[config.mk]
export PLATFORM = sky130hd
export DESIGN_NAME = soc_io
export DESIGN_NICKNAME = d
export VERILOG_FILES = /design/src/verilog/soc_map_pkg.sv /design/src/verilog/soc_clk_pkg.sv /design/src/verilog/bus_decode.sv /design/src/verilog/clock_div_regs.sv /design/src/verilog/mmio_reg.sv /design/src/verilog/mtime_prescaler.sv /design/src/verilog/resp_mux.sv /design/src/verilog/soc_io.sv /design/src/verilog/sysinfo_regs.sv
export SDC_FILE = /design/constraint.sdc
export NUM_CORES = 1
export LEC_CHECK = 0
export BUFFER_PORTS_ARGS = -buffer_cell sky130_fd_sc_hd__buf_2
export CAP_MARGIN = 20
export CORE_UTILIZATION = 59
export DETAILED_ROUTE_END_ITERATION = 8
export PLACE_DENSITY = 0.86
export SLEW_MARGIN = 30
export SYNTH_ARGS = -nofsm -noshare
export SYNTH_HDL_FRONTEND = slang
export SYNTH_SLANG_ARGS = --single-unit
[constraint.sdc]
create_clock -name clk -period 5.8 [get_ports clk]
set_clock_uncertainty 0.1 [all_clocks]
set_input_delay 0.29 -clock clk [delete_from_list [all_inputs] [get_ports clk]]
set_output_delay 0.29 -clock clk [all_outputs]
set_load 0.02 [all_outputs]
[src/verilog/soc_map_pkg.sv]
// byte addresses throughout; the sdram and flash ranges exist only for the fault rule, nothing answers there.
package soc_map_pkg;

  typedef logic [31:0] word_t; // bus address or data word.
  typedef logic [3:0]  strb_t; // byte write strobe, nonzero means write.

  // system-control registers, one word each
  localparam word_t DIV0_ADDR     = 32'h1000_000C; // spi0 | uart divider.
  localparam word_t DIV1_ADDR     = 32'h1000_0010; // spi1 | mtime divider.
  localparam word_t CPU_FREQ_ADDR = 32'h1000_0014; // q8.8 mhz.
  localparam word_t MEM_SIZE_ADDR = 32'h1000_0018; // read only.

  // i/o window, both bounds inclusive
  localparam word_t IO_LO = 32'h1000_0000;
  localparam word_t IO_HI = 32'h1200_0000;

  // top-byte windows still counted as i/o.
  localparam logic [7:0] CLINT_HI = 8'h02;
  localparam logic [7:0] PLIC_HI  = 8'h0C;

  localparam word_t SDRAM_SIZE = 32'h0200_0000;

  // memory ranges, upper bound exclusive
  localparam word_t SDRAM_LO = 32'h8000_0000;
  localparam word_t SDRAM_HI = SDRAM_LO + SDRAM_SIZE;
  localparam word_t FLASH_LO = 32'h2000_0000;
  localparam word_t FLASH_HI = 32'h2400_0000; // 64 MiB of nor flash.

endpackage

[src/verilog/soc_clk_pkg.sv]
// divider defaults assume a 50 MHz system clock and a 1 MHz timer counter; a divider above 65535 is not caught.
package soc_clk_pkg;

  localparam int SYS_CLK_HZ = 50_000_000;

  // target rates behind the reset dividers
  localparam int UART_BAUD     = 115_200;
  localparam int SPI0_SCLK_HZ  = 12_000_000;
  localparam int SPI1_SCLK_HZ  = 24_000_000;
  localparam int US_TICK_HZ    = 1_000_000; // rate of the incoming timer counter.
  localparam int MTIME_TICK_HZ = 1_000_000; // wanted mtime rate.

  typedef logic [15:0] div_t;  // clock divider.
  typedef logic [15:0] q8_8_t; // mhz, 8 integer and 8 fraction bits.
  typedef logic [63:0] time_t; // timer value.

  // rounded integer division of source rate by target rate
  localparam div_t UART_DIV_RST  = div_t'((SYS_CLK_HZ + UART_BAUD / 2) / UART_BAUD);
  localparam div_t SPI0_DIV_RST  = div_t'((SYS_CLK_HZ + SPI0_SCLK_HZ / 2) / SPI0_SCLK_HZ);
  localparam div_t SPI1_DIV_RST  = div_t'((SYS_CLK_HZ + SPI1_SCLK_HZ / 2) / SPI1_SCLK_HZ);
  localparam div_t MTIME_DIV_RST = div_t'((US_TICK_HZ + MTIME_TICK_HZ / 2) / MTIME_TICK_HZ);

  localparam soc_map_pkg::word_t DIV0_RST = {SPI0_DIV_RST, UART_DIV_RST};
  localparam soc_map_pkg::word_t DIV1_RST = {SPI1_DIV_RST, MTIME_DIV_RST};

  // whole mhz in the upper byte, rounded fraction in the lower.
  localparam q8_8_t FREQ_RST = q8_8_t'(((SYS_CLK_HZ / 1_000_000) * 256) +
                                       (((SYS_CLK_HZ % 1_000_000) * 256 + 500_000) / 1_000_000));
  localparam q8_8_t FREQ_MIN = 16'h0100; // 1.0 mhz floor.

endpackage

[src/verilog/bus_decode.sv]
// combinational decode; selects stay low while the target's ready is pending, sdram and flash select nothing.
`timescale 1ns/100ps

module bus_decode (
  input  logic               bus_valid_i,
  input  soc_map_pkg::word_t bus_addr_i,
  input  soc_map_pkg::strb_t bus_wstrb_i,
  input  logic               bus_instr_i,
  input  logic [4:0]         busy_i, // {resp, mem, freq, div1, div0}.
  output logic               sel_div0_o,
  output logic               sel_div1_o,
  output logic               sel_freq_o,
  output logic               sel_mem_o,
  output logic               sel_unmatched_o,
  output logic               sel_fault_o,
  output logic               wr_o
);
  import soc_map_pkg::*;

  logic is_io;
  logic is_sdram;
  logic is_flash;
  logic fault;
  logic hit_div0;
  logic hit_div1;
  logic hit_freq;
  logic hit_mem;
  logic hit_any;

  assign is_io = ((bus_addr_i >= IO_LO) && (bus_addr_i <= IO_HI)) ||
                 (bus_addr_i[31:24] == CLINT_HI) || (bus_addr_i[31:24] == PLIC_HI);
  assign is_sdram = (bus_addr_i >= SDRAM_LO) && (bus_addr_i < SDRAM_HI);
  assign is_flash = (bus_addr_i >= FLASH_LO) && (bus_addr_i < FLASH_HI);

  // fetches only from memory, data from memory or i/o.
  assign fault = bus_instr_i ? !(is_sdram || is_flash) : !(is_io || is_sdram || is_flash);

  assign hit_div0 = !fault && (bus_addr_i == DIV0_ADDR);
  assign hit_div1 = !fault && (bus_addr_i == DIV1_ADDR);
  assign hit_freq = !fault && (bus_addr_i == CPU_FREQ_ADDR);
  assign hit_mem  = !fault && (bus_addr_i == MEM_SIZE_ADDR);
  assign hit_any  = hit_div0 || hit_div1 || hit_freq || hit_mem;

  assign sel_div0_o = bus_valid_i && hit_div0 && !busy_i[0];
  assign sel_div1_o = bus_valid_i && hit_div1 && !busy_i[1];
  assign sel_freq_o = bus_valid_i && hit_freq && !busy_i[2];
  assign sel_mem_o  = bus_valid_i && hit_mem && !busy_i[3];

  assign sel_unmatched_o = bus_valid_i && is_io && !fault && !hit_any && !busy_i[4];
  assign sel_fault_o     = bus_valid_i && fault && !busy_i[4];

  assign wr_o = |bus_wstrb_i;

endmodule

[src/verilog/clock_div_regs.sv]
// full-word writes only, strobes are not applied per byte; a zero divider is passed through as written.
`timescale 1ns/100ps

module clock_div_regs (
  input  logic               clk,
  input  logic               resetn,
  input  logic               sel0_i,
  input  logic               sel1_i,
  input  logic               wr_i,
  input  soc_map_pkg::word_t wdata_i,
  output soc_map_pkg::word_t rdata_o,
  output logic               ready_o,
  output logic [1:0]         busy_o,
  output soc_clk_pkg::div_t  uart_div_o,
  output soc_clk_pkg::div_t  spi0_div_o,
  output soc_clk_pkg::div_t  spi1_div_o,
  output soc_clk_pkg::div_t  mtime_div_o
);
  import soc_map_pkg::*;
  import soc_clk_pkg::*;

  word_t div0_q;
  word_t div1_q;
  logic  ready0;
  logic  ready1;

  mmio_reg #(.data_t(word_t), .RESET_VAL(DIV0_RST)) u_div0 (
    .clk     (clk),
    .resetn  (resetn),
    .sel_i   (sel0_i),
    .wr_i    (wr_i),
    .wdata_i (wdata_i),
    .q_o     (div0_q),
    .ready_o (ready0)
  );

  mmio_reg #(.data_t(word_t), .RESET_VAL(DIV1_RST)) u_div1 (
    .clk     (clk),
    .resetn  (resetn),
    .sel_i   (sel1_i),
    .wr_i    (wr_i),
    .wdata_i (wdata_i),
    .q_o     (div1_q),
    .ready_o (ready1)
  );

  assign rdata_o = ready0 ? div0_q : (ready1 ? div1_q : '0);
  assign ready_o = ready0 || ready1;
  assign busy_o  = {ready1, ready0};

  assign spi0_div_o  = div0_q[31:16];
  assign uart_div_o  = div0_q[15:0];
  assign spi1_div_o  = div1_q[31:16];
  assign mtime_div_o = div1_q[15:0]; // microseconds per mtime tick.

endmodule

[src/verilog/mmio_reg.sv]
// one register; a select without wr_i is a read, and ready follows every select by one cycle.
`timescale 1ns/100ps

module mmio_reg #(
  parameter type   data_t    = soc_map_pkg::word_t,
  parameter data_t RESET_VAL = '0
) (
  input  logic  clk,
  input  logic  resetn,
  input  logic  sel_i,
  input  logic  wr_i,
  input  data_t wdata_i,
  output data_t q_o,
  output logic  ready_o
);

  data_t value_q;
  logic  ready_q;

  always_ff @(posedge clk) begin
    if (!resetn) begin
      value_q <= RESET_VAL;
      ready_q <= 1'b0;
    end else begin
      ready_q <= sel_i; // one-cycle pulse, decode holds sel low meanwhile.
      if (sel_i && wr_i) begin
        value_q <= wdata_i;
      end
    end
  end

  assign q_o     = value_q;
  assign ready_o = ready_q;

endmodule

[src/verilog/mtime_prescaler.sv]
// a divisor of 0 counts as 1; the divided count runs from reset and does not follow the raw counter value.
`timescale 1ns/100ps

module mtime_prescaler (
  input  logic               clk,
  input  logic               resetn,
  input  soc_clk_pkg::time_t timer_counter_i,
  input  soc_clk_pkg::div_t  mtime_div_i,
  output soc_clk_pkg::time_t mtime_o
);
  import soc_clk_pkg::*;

  time_t prev_cnt;
  time_t mtime_div;
  div_t  presc;
  div_t  div_lat;
  div_t  div_safe;
  logic  tick;

  assign tick     = (timer_counter_i != prev_cnt);
  assign div_safe = (mtime_div_i == 16'd0) ? 16'd1 : mtime_div_i;

  always_ff @(posedge clk) begin
    if (!resetn) begin
      prev_cnt  <= '0;
      presc     <= '0;
      div_lat   <= 16'd1;
      mtime_div <= '0;
    end else if (tick) begin
      prev_cnt <= timer_counter_i;
      if (div_lat != div_safe) begin
        div_lat <= div_safe; // new divisor, restart the prescaler.
        presc   <= '0;
      end else if (div_lat != 16'd1) begin
        if (presc == div_lat - 16'd1) begin
          presc     <= '0;
          mtime_div <= mtime_div + 64'd1;
        end else begin
          presc <= presc + 16'd1;
        end
      end
    end
  end

  // undivided timer passes straight through.
  assign mtime_o = (div_lat == 16'd1) ? timer_counter_i : mtime_div;

endmodule

[src/verilog/resp_mux.sv]
// assumes one request in flight, so at most one ready is high; the fault only shows when no target answered.
`timescale 1ns/100ps

module resp_mux (
  input  logic               clk,
  input  logic               resetn,
  input  logic               sys_ready_i,
  input  soc_map_pkg::word_t sys_rdata_i,
  input  logic               div_ready_i,
  input  soc_map_pkg::word_t div_rdata_i,
  input  logic               sel_unmatched_i,
  input  logic               sel_fault_i,
  output logic               busy_o,
  output logic               bus_ready_o,
  output soc_map_pkg::word_t bus_rdata_o,
  output logic               bus_fault_o
);

  logic unmatched_q;
  logic fault_q;

  always_ff @(posedge clk) begin
    if (!resetn) begin
      unmatched_q <= 1'b0;
      fault_q     <= 1'b0;
    end else begin
      unmatched_q <= sel_unmatched_i;
      fault_q     <= sel_fault_i;
    end
  end

  assign busy_o = unmatched_q || fault_q;

  always_comb begin
    bus_ready_o = 1'b0;
    bus_rdata_o = '0;
    bus_fault_o = 1'b0;
    if (sys_ready_i) begin
      bus_ready_o = 1'b1;
      bus_rdata_o = sys_rdata_i;
    end else if (div_ready_i) begin
      bus_ready_o = 1'b1;
      bus_rdata_o = div_rdata_i;
    end else if (unmatched_q) begin
      bus_ready_o = 1'b1; // empty i/o slot reads as zero.
    end else if (fault_q) begin
      bus_ready_o = 1'b1;
      bus_fault_o = 1'b1;
    end
  end

endmodule

[src/verilog/soc_io.sv]
// every answered request gets ready one cycle after valid; sdram and flash requests are never answered.
`timescale 1ns/100ps

module soc_io (
  input  logic               clk,
  input  logic               resetn,
  input  logic               bus_valid_i,
  input  soc_map_pkg::word_t bus_addr_i,
  input  soc_map_pkg::strb_t bus_wstrb_i,
  input  soc_map_pkg::word_t bus_wdata_i,
  input  logic               bus_instr_i,
  output logic               bus_ready_o,
  output soc_map_pkg::word_t bus_rdata_o,
  output logic               bus_fault_o,
  input  soc_clk_pkg::time_t timer_counter_i,
  output soc_clk_pkg::div_t  uart_div_o,
  output soc_clk_pkg::div_t  spi0_div_o,
  output soc_clk_pkg::div_t  spi1_div_o,
  output soc_clk_pkg::q8_8_t sysclk_mhz_o,
  output soc_clk_pkg::time_t mtime_o
);
  import soc_map_pkg::*;
  import soc_clk_pkg::*;

  logic       sel_div0;
  logic       sel_div1;
  logic       sel_freq;
  logic       sel_mem;
  logic       sel_unmatched;
  logic       sel_fault;
  logic       wr;
  logic [1:0] div_busy;
  logic [1:0] sys_busy;
  logic       resp_busy;
  logic       div_ready;
  logic       sys_ready;
  word_t      div_rdata;
  word_t      sys_rdata;
  div_t       mtime_div;

  bus_decode u_decode (
    .bus_valid_i     (bus_valid_i),
    .bus_addr_i      (bus_addr_i),
    .bus_wstrb_i     (bus_wstrb_i),
    .bus_instr_i     (bus_instr_i),
    .busy_i          ({resp_busy, sys_busy, div_busy}),
    .sel_div0_o      (sel_div0),
    .sel_div1_o      (sel_div1),
    .sel_freq_o      (sel_freq),
    .sel_mem_o       (sel_mem),
    .sel_unmatched_o (sel_unmatched),
    .sel_fault_o     (sel_fault),
    .wr_o            (wr)
  );

  clock_div_regs u_div (
    .clk         (clk),
    .resetn      (resetn),
    .sel0_i      (sel_div0),
    .sel1_i      (sel_div1),
    .wr_i        (wr),
    .wdata_i     (bus_wdata_i),
    .rdata_o     (div_rdata),
    .ready_o     (div_ready),
    .busy_o      (div_busy),
    .uart_div_o  (uart_div_o),
    .spi0_div_o  (spi0_div_o),
    .spi1_div_o  (spi1_div_o),
    .mtime_div_o (mtime_div)
  );

  sysinfo_regs u_sysinfo (
    .clk          (clk),
    .resetn       (resetn),
    .sel_freq_i   (sel_freq),
    .sel_mem_i    (sel_mem),
    .wr_i         (wr),
    .wdata_i      (bus_wdata_i),
    .rdata_o      (sys_rdata),
    .ready_o      (sys_ready),
    .busy_o       (sys_busy),
    .sysclk_mhz_o (sysclk_mhz_o)
  );

  mtime_prescaler u_mtime (
    .clk             (clk),
    .resetn          (resetn),
    .timer_counter_i (timer_counter_i),
    .mtime_div_i     (mtime_div),
    .mtime_o         (mtime_o)
  );

  resp_mux u_resp (
    .clk             (clk),
    .resetn          (resetn),
    .sys_ready_i     (sys_ready),
    .sys_rdata_i     (sys_rdata),
    .div_ready_i     (div_ready),
    .div_rdata_i     (div_rdata),
    .sel_unmatched_i (sel_unmatched),
    .sel_fault_i     (sel_fault),
    .busy_o          (resp_busy),
    .bus_ready_o     (bus_ready_o),
    .bus_rdata_o     (bus_rdata_o),
    .bus_fault_o     (bus_fault_o)
  );

endmodule

[src/verilog/sysinfo_regs.sv]
// only the low 16 bits of a frequency write are kept; writes to the memory size are acknowledged and dropped.
`timescale 1ns/100ps

module sysinfo_regs (
  input  logic               clk,
  input  logic               resetn,
  input  logic               sel_freq_i,
  input  logic               sel_mem_i,
  input  logic               wr_i,
  input  soc_map_pkg::word_t wdata_i,
  output soc_map_pkg::word_t rdata_o,
  output logic               ready_o,
  output logic [1:0]         busy_o,
  output soc_clk_pkg::q8_8_t sysclk_mhz_o
);
  import soc_map_pkg::*;
  import soc_clk_pkg::*;

  q8_8_t freq_wdata;
  q8_8_t freq_q;
  logic  freq_ready;
  logic  mem_ready;

  // nothing below 1.0 mhz, the core divides by this.
  assign freq_wdata = (wdata_i[15:0] < FREQ_MIN) ? FREQ_MIN : wdata_i[15:0];

  mmio_reg #(.data_t(q8_8_t), .RESET_VAL(FREQ_RST)) u_freq (
    .clk     (clk),
    .resetn  (resetn),
    .sel_i   (sel_freq_i),
    .wr_i    (wr_i),
    .wdata_i (freq_wdata),
    .q_o     (freq_q),
    .ready_o (freq_ready)
  );

  always_ff @(posedge clk) begin
    if (!resetn) begin
      mem_ready <= 1'b0;
    end else begin
      mem_ready <= sel_mem_i;
    end
  end

  always_comb begin
    rdata_o = '0;
    if (freq_ready) begin
      rdata_o = {16'h0000, freq_q};
    end else if (mem_ready) begin
      rdata_o = SDRAM_SIZE;
    end
  end

  assign ready_o      = freq_ready || mem_ready;
  assign busy_o       = {mem_ready, freq_ready};
  assign sysclk_mhz_o = freq_q;

endmodule

# Word level (Yosys, flattened, before mapping)
# Index checks and enable logic that the tools add are counted.
[totals]
ff_bits = 246
input_bits = 136
output_inout_bits = 162
wordCells = 105
[op_classes]
add_sub_neg = 3
n_lt_le_gt_ge = 7
eq_ne = 11
mux = 20
bitwise_logic = 1
n_reduce_logical = 50
[ops]
columns = ["cell", "n"]
rows = [
  ["32-bit 2-to-1 mux", 5],
  ["32-bit by 29-bit == test with 1-bit output (second input constant)", 4],
  ["16-bit 2-to-1 mux", 5],
  ["64-bit by 1-bit adder with 64-bit output (second input constant)", 1],
  ["64-bit 2-to-1 mux", 1],
  ["64-bit inequality test", 1],
  ["32-bit by 29-bit >= comparator with 1-bit output (second input constant)", 1],
  ["32-bit by 30-bit >= comparator with 1-bit output (second input constant)", 1],
  ["32-bit >= comparator (second input constant)", 1],
  ["32-bit by 29-bit <= comparator with 1-bit output (second input constant)", 1],
  ["32-bit by 30-bit < comparator with 1-bit output (second input constant)", 1],
  ["32-bit < comparator (second input constant)", 1],
  ["26-bit 2-to-1 mux", 1],
  ["1-bit logical AND", 24],
  ["16-bit by 1-bit adder with 16-bit output (second input constant)", 1],
  ["16-bit by 1-bit == test with 1-bit output (second input constant)", 1],
  ["16-bit == test", 1],
  ["16-bit zero test", 1],
  ["16-bit by 9-bit < comparator with 1-bit output (second input constant)", 1],
  ["16-bit by 1-bit inequality test with 1-bit output (second input constant)", 1],
  ["16-bit inequality test", 1],
  ["16-bit by 1-bit subtractor with 16-bit output (second input constant)", 1],
  ["1-bit logical OR", 11],
  ["1-bit zero test", 9],
  ["other kinds (8)", 16],
]

# Depth between registers and ports, before layout
[depth]
ltp_word = 16
mapped_depth = 14

# By module
# A second synthesis with hierarchy kept.
[unflattened]
hier_cells = 1673
area_unflattened_um2 = 13933.4
[by_module_without_submodules]
columns = ["mod", "instances", "cells_each", "area_per_inst_um2", "seq_area_each_um2"]
rows = [
  ["mtime_prescaler", 1, 1097, 8842.2, 3203.1],
  ["mmio_reg at u_div.u_div0", 1, 149, 1411.4, 660.6],
  ["mmio_reg at u_div.u_div1", 1, 149, 1388.8, 660.6],
  ["mmio_reg at u_sysinfo.u_freq", 1, 75, 695.7, 340.3],
  ["resp_mux", 1, 51, 467.9, 40.0],
  ["sysinfo_regs", 1, 57, 399.1, 20.0],
  ["clock_div_regs", 1, 47, 382.9, 0.0],
  ["bus_decode", 1, 48, 345.3, 0.0],
]

# Worst setup path before layout
# OpenSTA, ideal clock, no wires.
[synth_path]
path_type = "register to register"
from = "register u_mtime.div_lat[0]"
to = "register u_mtime.presc[0]"
arrival_ns = 2.950
required_ns = 5.585
path_slack_ns = 2.635
path_stages_with_launch = 13
n_path_buf = 3
synth_period_minus_slack_ns = 3.165
path_cell_list = "dfxtp_1 > clkbuf_1 > inv_1 > ha_1 > clkbuf_1 > o21bai_1 > a2111oi_0 > nor3_2 > a2111oi_2 > a211oi_2 > a21oi_4 > buf_6 > nor2_2"
[synth_between]
elab_chain_cells = 5
elab_cells_between_ends = 9
cone_classes = "add/sub: 1; eq/ne: 3; mux: 3; reduce/logical: 2"
[synth_rtl]
columns = ["item", "line", "rtl"]
rows = [
  ["start, declared", "mtime_prescaler.sv:16", "div_t div_lat;"],
  ["start signal, assigned", "mtime_prescaler.sv:32", "div_lat <= div_safe;"],
  ["16-bit by 1-bit subtractor with 16-bit output", "mtime_prescaler.sv:35", "if (presc == div_lat - 16'd1) begin"],
  ["16-bit == test", "mtime_prescaler.sv:35", ""],
  ["16-bit 2-to-1 mux", "mtime_prescaler.sv:35", ""],
  ["16-bit 2-to-1 mux", "mtime_prescaler.sv:34", "end else if (div_lat != 16'd1) begin"],
  ["16-bit 2-to-1 mux", "mtime_prescaler.sv:31", "if (div_lat != div_safe) begin"],
  ["end signal, assigned", "mtime_prescaler.sv:39", "presc <= presc + 16'd1;"],
  ["end, declared", "mtime_prescaler.sv:15", "div_t presc;"],
]
# Parallel ways exist; a longest one is shown, timed or not. The select of a mux whose other input is x is not followed.
# A chain may end at the register's enable or synchronous reset.

# Final worst setup path
[layout_path]
from = "register u_mtime.div_lat[2]"
to = "output mtime_o[43]"
[layout_between]
elab_chain_cells = 2
[layout_rtl]
columns = ["item", "line", "rtl"]
rows = [
  ["16-bit by 1-bit == test with 1-bit output", "mtime_prescaler.sv:46", "assign mtime_o = (div_lat == 16'd1) ? timer_counter_i : mtime_div;"],
  ["64-bit 2-to-1 mux", "mtime_prescaler.sv:46", ""],
  ["end, declared", "soc_io.sv:20", "output soc_clk_pkg::time_t mtime_o"],
]
# No other way between the ends.

==> flow_summary.yaml <==
clock_network:
  ctsLongestPathBuffers: 3
  postCtsHoldBufs: 101
  h-tree-depth: 1
  cts_setup_buffers: 0
  clk_latency_ps: 550
  root_buffer: "clkbuf_16"
  tritoncts: "yes"
  numCtsBuffers: 26
  cts.sinks: 246
  clkTransAtPathRegs_ps: 70
  cts_resized: 0
critical_path:
  critPathArrivalTime_ps: 4180
  cp_num_buf_inv: 2
  cp-start-kind: "flip-flop"
  cp_top_family: "simple AND/OR/NAND/NOR gates"
  critPathRequiredTime_ps: 5410
  path_class: "flip-flop to primary output"
  crit_chain: "or4_1, nor4_4, nand4b_1, buf_4, mux2_2, buf_2"
  slowest_stage: "nand4b_1"
  path_max_fanout: 52
  max_stage_delay_ps: 830
  setup.worst_path.end_class: "primary output"
logic_synthesis:
  ys_dominant_reg_cell: "dfxtp_1"
  synth-edff-count: 0
  netlist_instances: 1449
  syn_area_mm2: 0.0129
  syn_avg_cell_area_um2: 8.89
  synth_nets: 1589
  ys_ff_latch: 246
  ys_warn_count: 0
  synth.distinct_cells: 69
  async_flop_share_pct: 0
  yosysSeqAreaShare_pct: 38.2
finish:
  layout_commonest_cell: "buf_2"
  layout.nets: 1932
  area_delta_synth_final_pct: 27.7
  drive_gt1_share_pct: 24.5
  final_cell_mix: "buf_2 (296), dfxtp_1 (245), nand2_1 (202)"
sta:
  hold_viol: 0
  rsz0062_at_grt: "no"
  relSlewSlack_pct: 34.8
  setup-violations-final: 0
  min_period_ps: 4570
  timing.fmax_mhz: 219
  setup_ws_ps: 1230
  setup-tns-final_ps: 0
  worstMarginPinSlew_ps: 973
  fin_crit_sh_pct: 78.8
  slew_violations: 0
global_routing:
  grt_pass1_wl_mm: 69.8
  grtUsageTotal_pct: 39.7
  grt_max_degree: 143
  overflow: 0
  antenna_found_initial: 9
  grt_pass1_vias: 12900
floorplan:
  core_mm2: 0.0212
  fp.dieW_um: 150
  fp.dieH_um: 150
  die_area_mm2: 0.0224
  io_pins: 298
  start_util_pct: 60.7
  rows: 53
place:
  place_hpwl_mm: 26.6
  routabilityCongestion: 0.940
  post-place-ws_ps: 1950
  port-buffer-count: 297
drt:
  drc: 0
  initialDrtViolationCount: 1435
  routedWlPerCell_um: 21.4
  dr.pass1.iters: 6
  vias: 13080
  wl_mm: 44.9
  drt-vias-per-instance: 6.25
  antenna_left: 0
hold_path:
  hp-class: "primary input to flip-flop"
pwr:
  cellPowerDensity_mw_per_mm2: 247
  power.total_mw: 4.06
  p_leak_nw: 6.50
  vdd_drop_max_mv: 0.221
outcome:
  status: "finished, final reports clean"
flow_run:
  drv_cap: 0
## synthesized netlist by cell type, drive strengths merged (2+ instances only)
master / count / area share (%)
o21a: 2 / 0.12
o31ai: 4 / 0.23
buf: 19 / 0.90
nor4b: 5 / 0.34
a21boi: 40 / 2.4
and3: 21 / 1.0
nor4: 43 / 2.3
mux2: 64 / 5.6
or4: 5 / 0.29
or2: 3 / 0.15
nand2b: 45 / 2.2
mux2i: 114 / 8.9
nand4: 49 / 2.4
o21ai: 23 / 0.92
and4: 8 / 0.54
dfxtp: 246 / 38
o311ai: 13 / 0.88
or3b: 2 / 0.14
a2111oi: 3 / 0.25
clkbuf: 71 / 2.1
nor3: 19 / 0.82
or3: 6 / 0.29
a21o: 2 / 0.12
o211ai: 10 / 0.58
ha: 4 / 0.39
o41ai: 13 / 0.88
o31a: 3 / 0.20
inv: 13 / 0.38
xnor2: 86 / 5.8
a31oi: 5 / 0.24
o21bai: 8 / 0.47
xor2: 28 / 1.9
nor2b: 51 / 2.5
and2: 73 / 3.5
nand2: 202 / 5.9
a21oi: 8 / 0.40
nand3b: 7 / 0.41
nand3: 56 / 2.2
nor2: 59 / 1.9
## per-stage QoR
step | utilization (%) | instances | area (µm²) | hold WS, ps
detailed placement | 67.9 | 1938 | 14400 | 337
CTS | 77.4 | 2087 | 16400 | 13.6
global route | 77.5 | 2092 | 16400 | 21.9
floorplan | - | 1449 | 12900 | 268
finish | 77.5 | 2093 | 16400 | 30.4
global placement | 67.8 | 1938 | 14400 | 320
## power breakdown
part,switching (mW),internal [mW]
logic,0.190,0.171
registers,0.0132,1.71
clock network,0.735,1.23
## logic make-up after synthesis
kind of cell | count (synthesis) | share of synthesized area, %
AOI/OAI and AO/OA | 145 | 8.57
xor gates and xnor gates | 114 | 7.75
adders and majority gates | 4 | 0.389
buffers and inverters | 103 | 3.35
DFF | 246 | 38.2
muxes | 178 | 14.5
and+or+nand+nor | 659 | 27.3
## state kept, by name (all words and copies together) (netlist names)
signal	flops
u_div.u_div1.ready_o	1
u_div.u_div0.ready_o	1
u_div.u_div0.q_o	32
u_mtime.prev_cnt	64
u_mtime.div_lat	16
u_mtime.presc	16
u_sysinfo.u_freq.ready_o	1
u_sysinfo.u_freq.q_o	16
u_div.u_div1.q_o	32
u_resp.unmatched_q	1
u_mtime.mtime_div	64
u_resp.fault_q	1
u_sysinfo.mem_ready	1
## worst paths after layout
check	startpoint	end	slack, ps	cells past startpoint
max	u_mtime.div_lat[2]	mtime_o[43]	1230	6
min	timer_counter_i[57]	u_mtime.prev_cnt[57]	30	2
max reg2reg	u_mtime.div_lat[0]	u_mtime.mtime_div[53]	1630	10
min reg2reg	u_resp.unmatched_q	u_resp.fault_q	340	1
## metal layers
metal	track usage (%)	up-vias	share of wire, %
li1	-	5782	-
met1	45.8	6128	36
met2	64.6	882	47
met3	12.3	286	9.5
met4	23.9	2	7.0
met5	0	-	0.027
## area by class of cell
type / instances / area [µm²]
Antenna cell: 6 / 15.0
Clock buffer: 33 / 717
Clock inverter: 15 / 293
Fill cell: 1304 / 4770
Inverter: 13 / 48.8
Multi-Input combinational cell: 1100 / 7550
Sequential cell: 246 / 4930
Tap cell: 275 / 344
Timing Repair Buffer: 405 / 2560
Note: power is estimated with default switching activity, not from simulation.
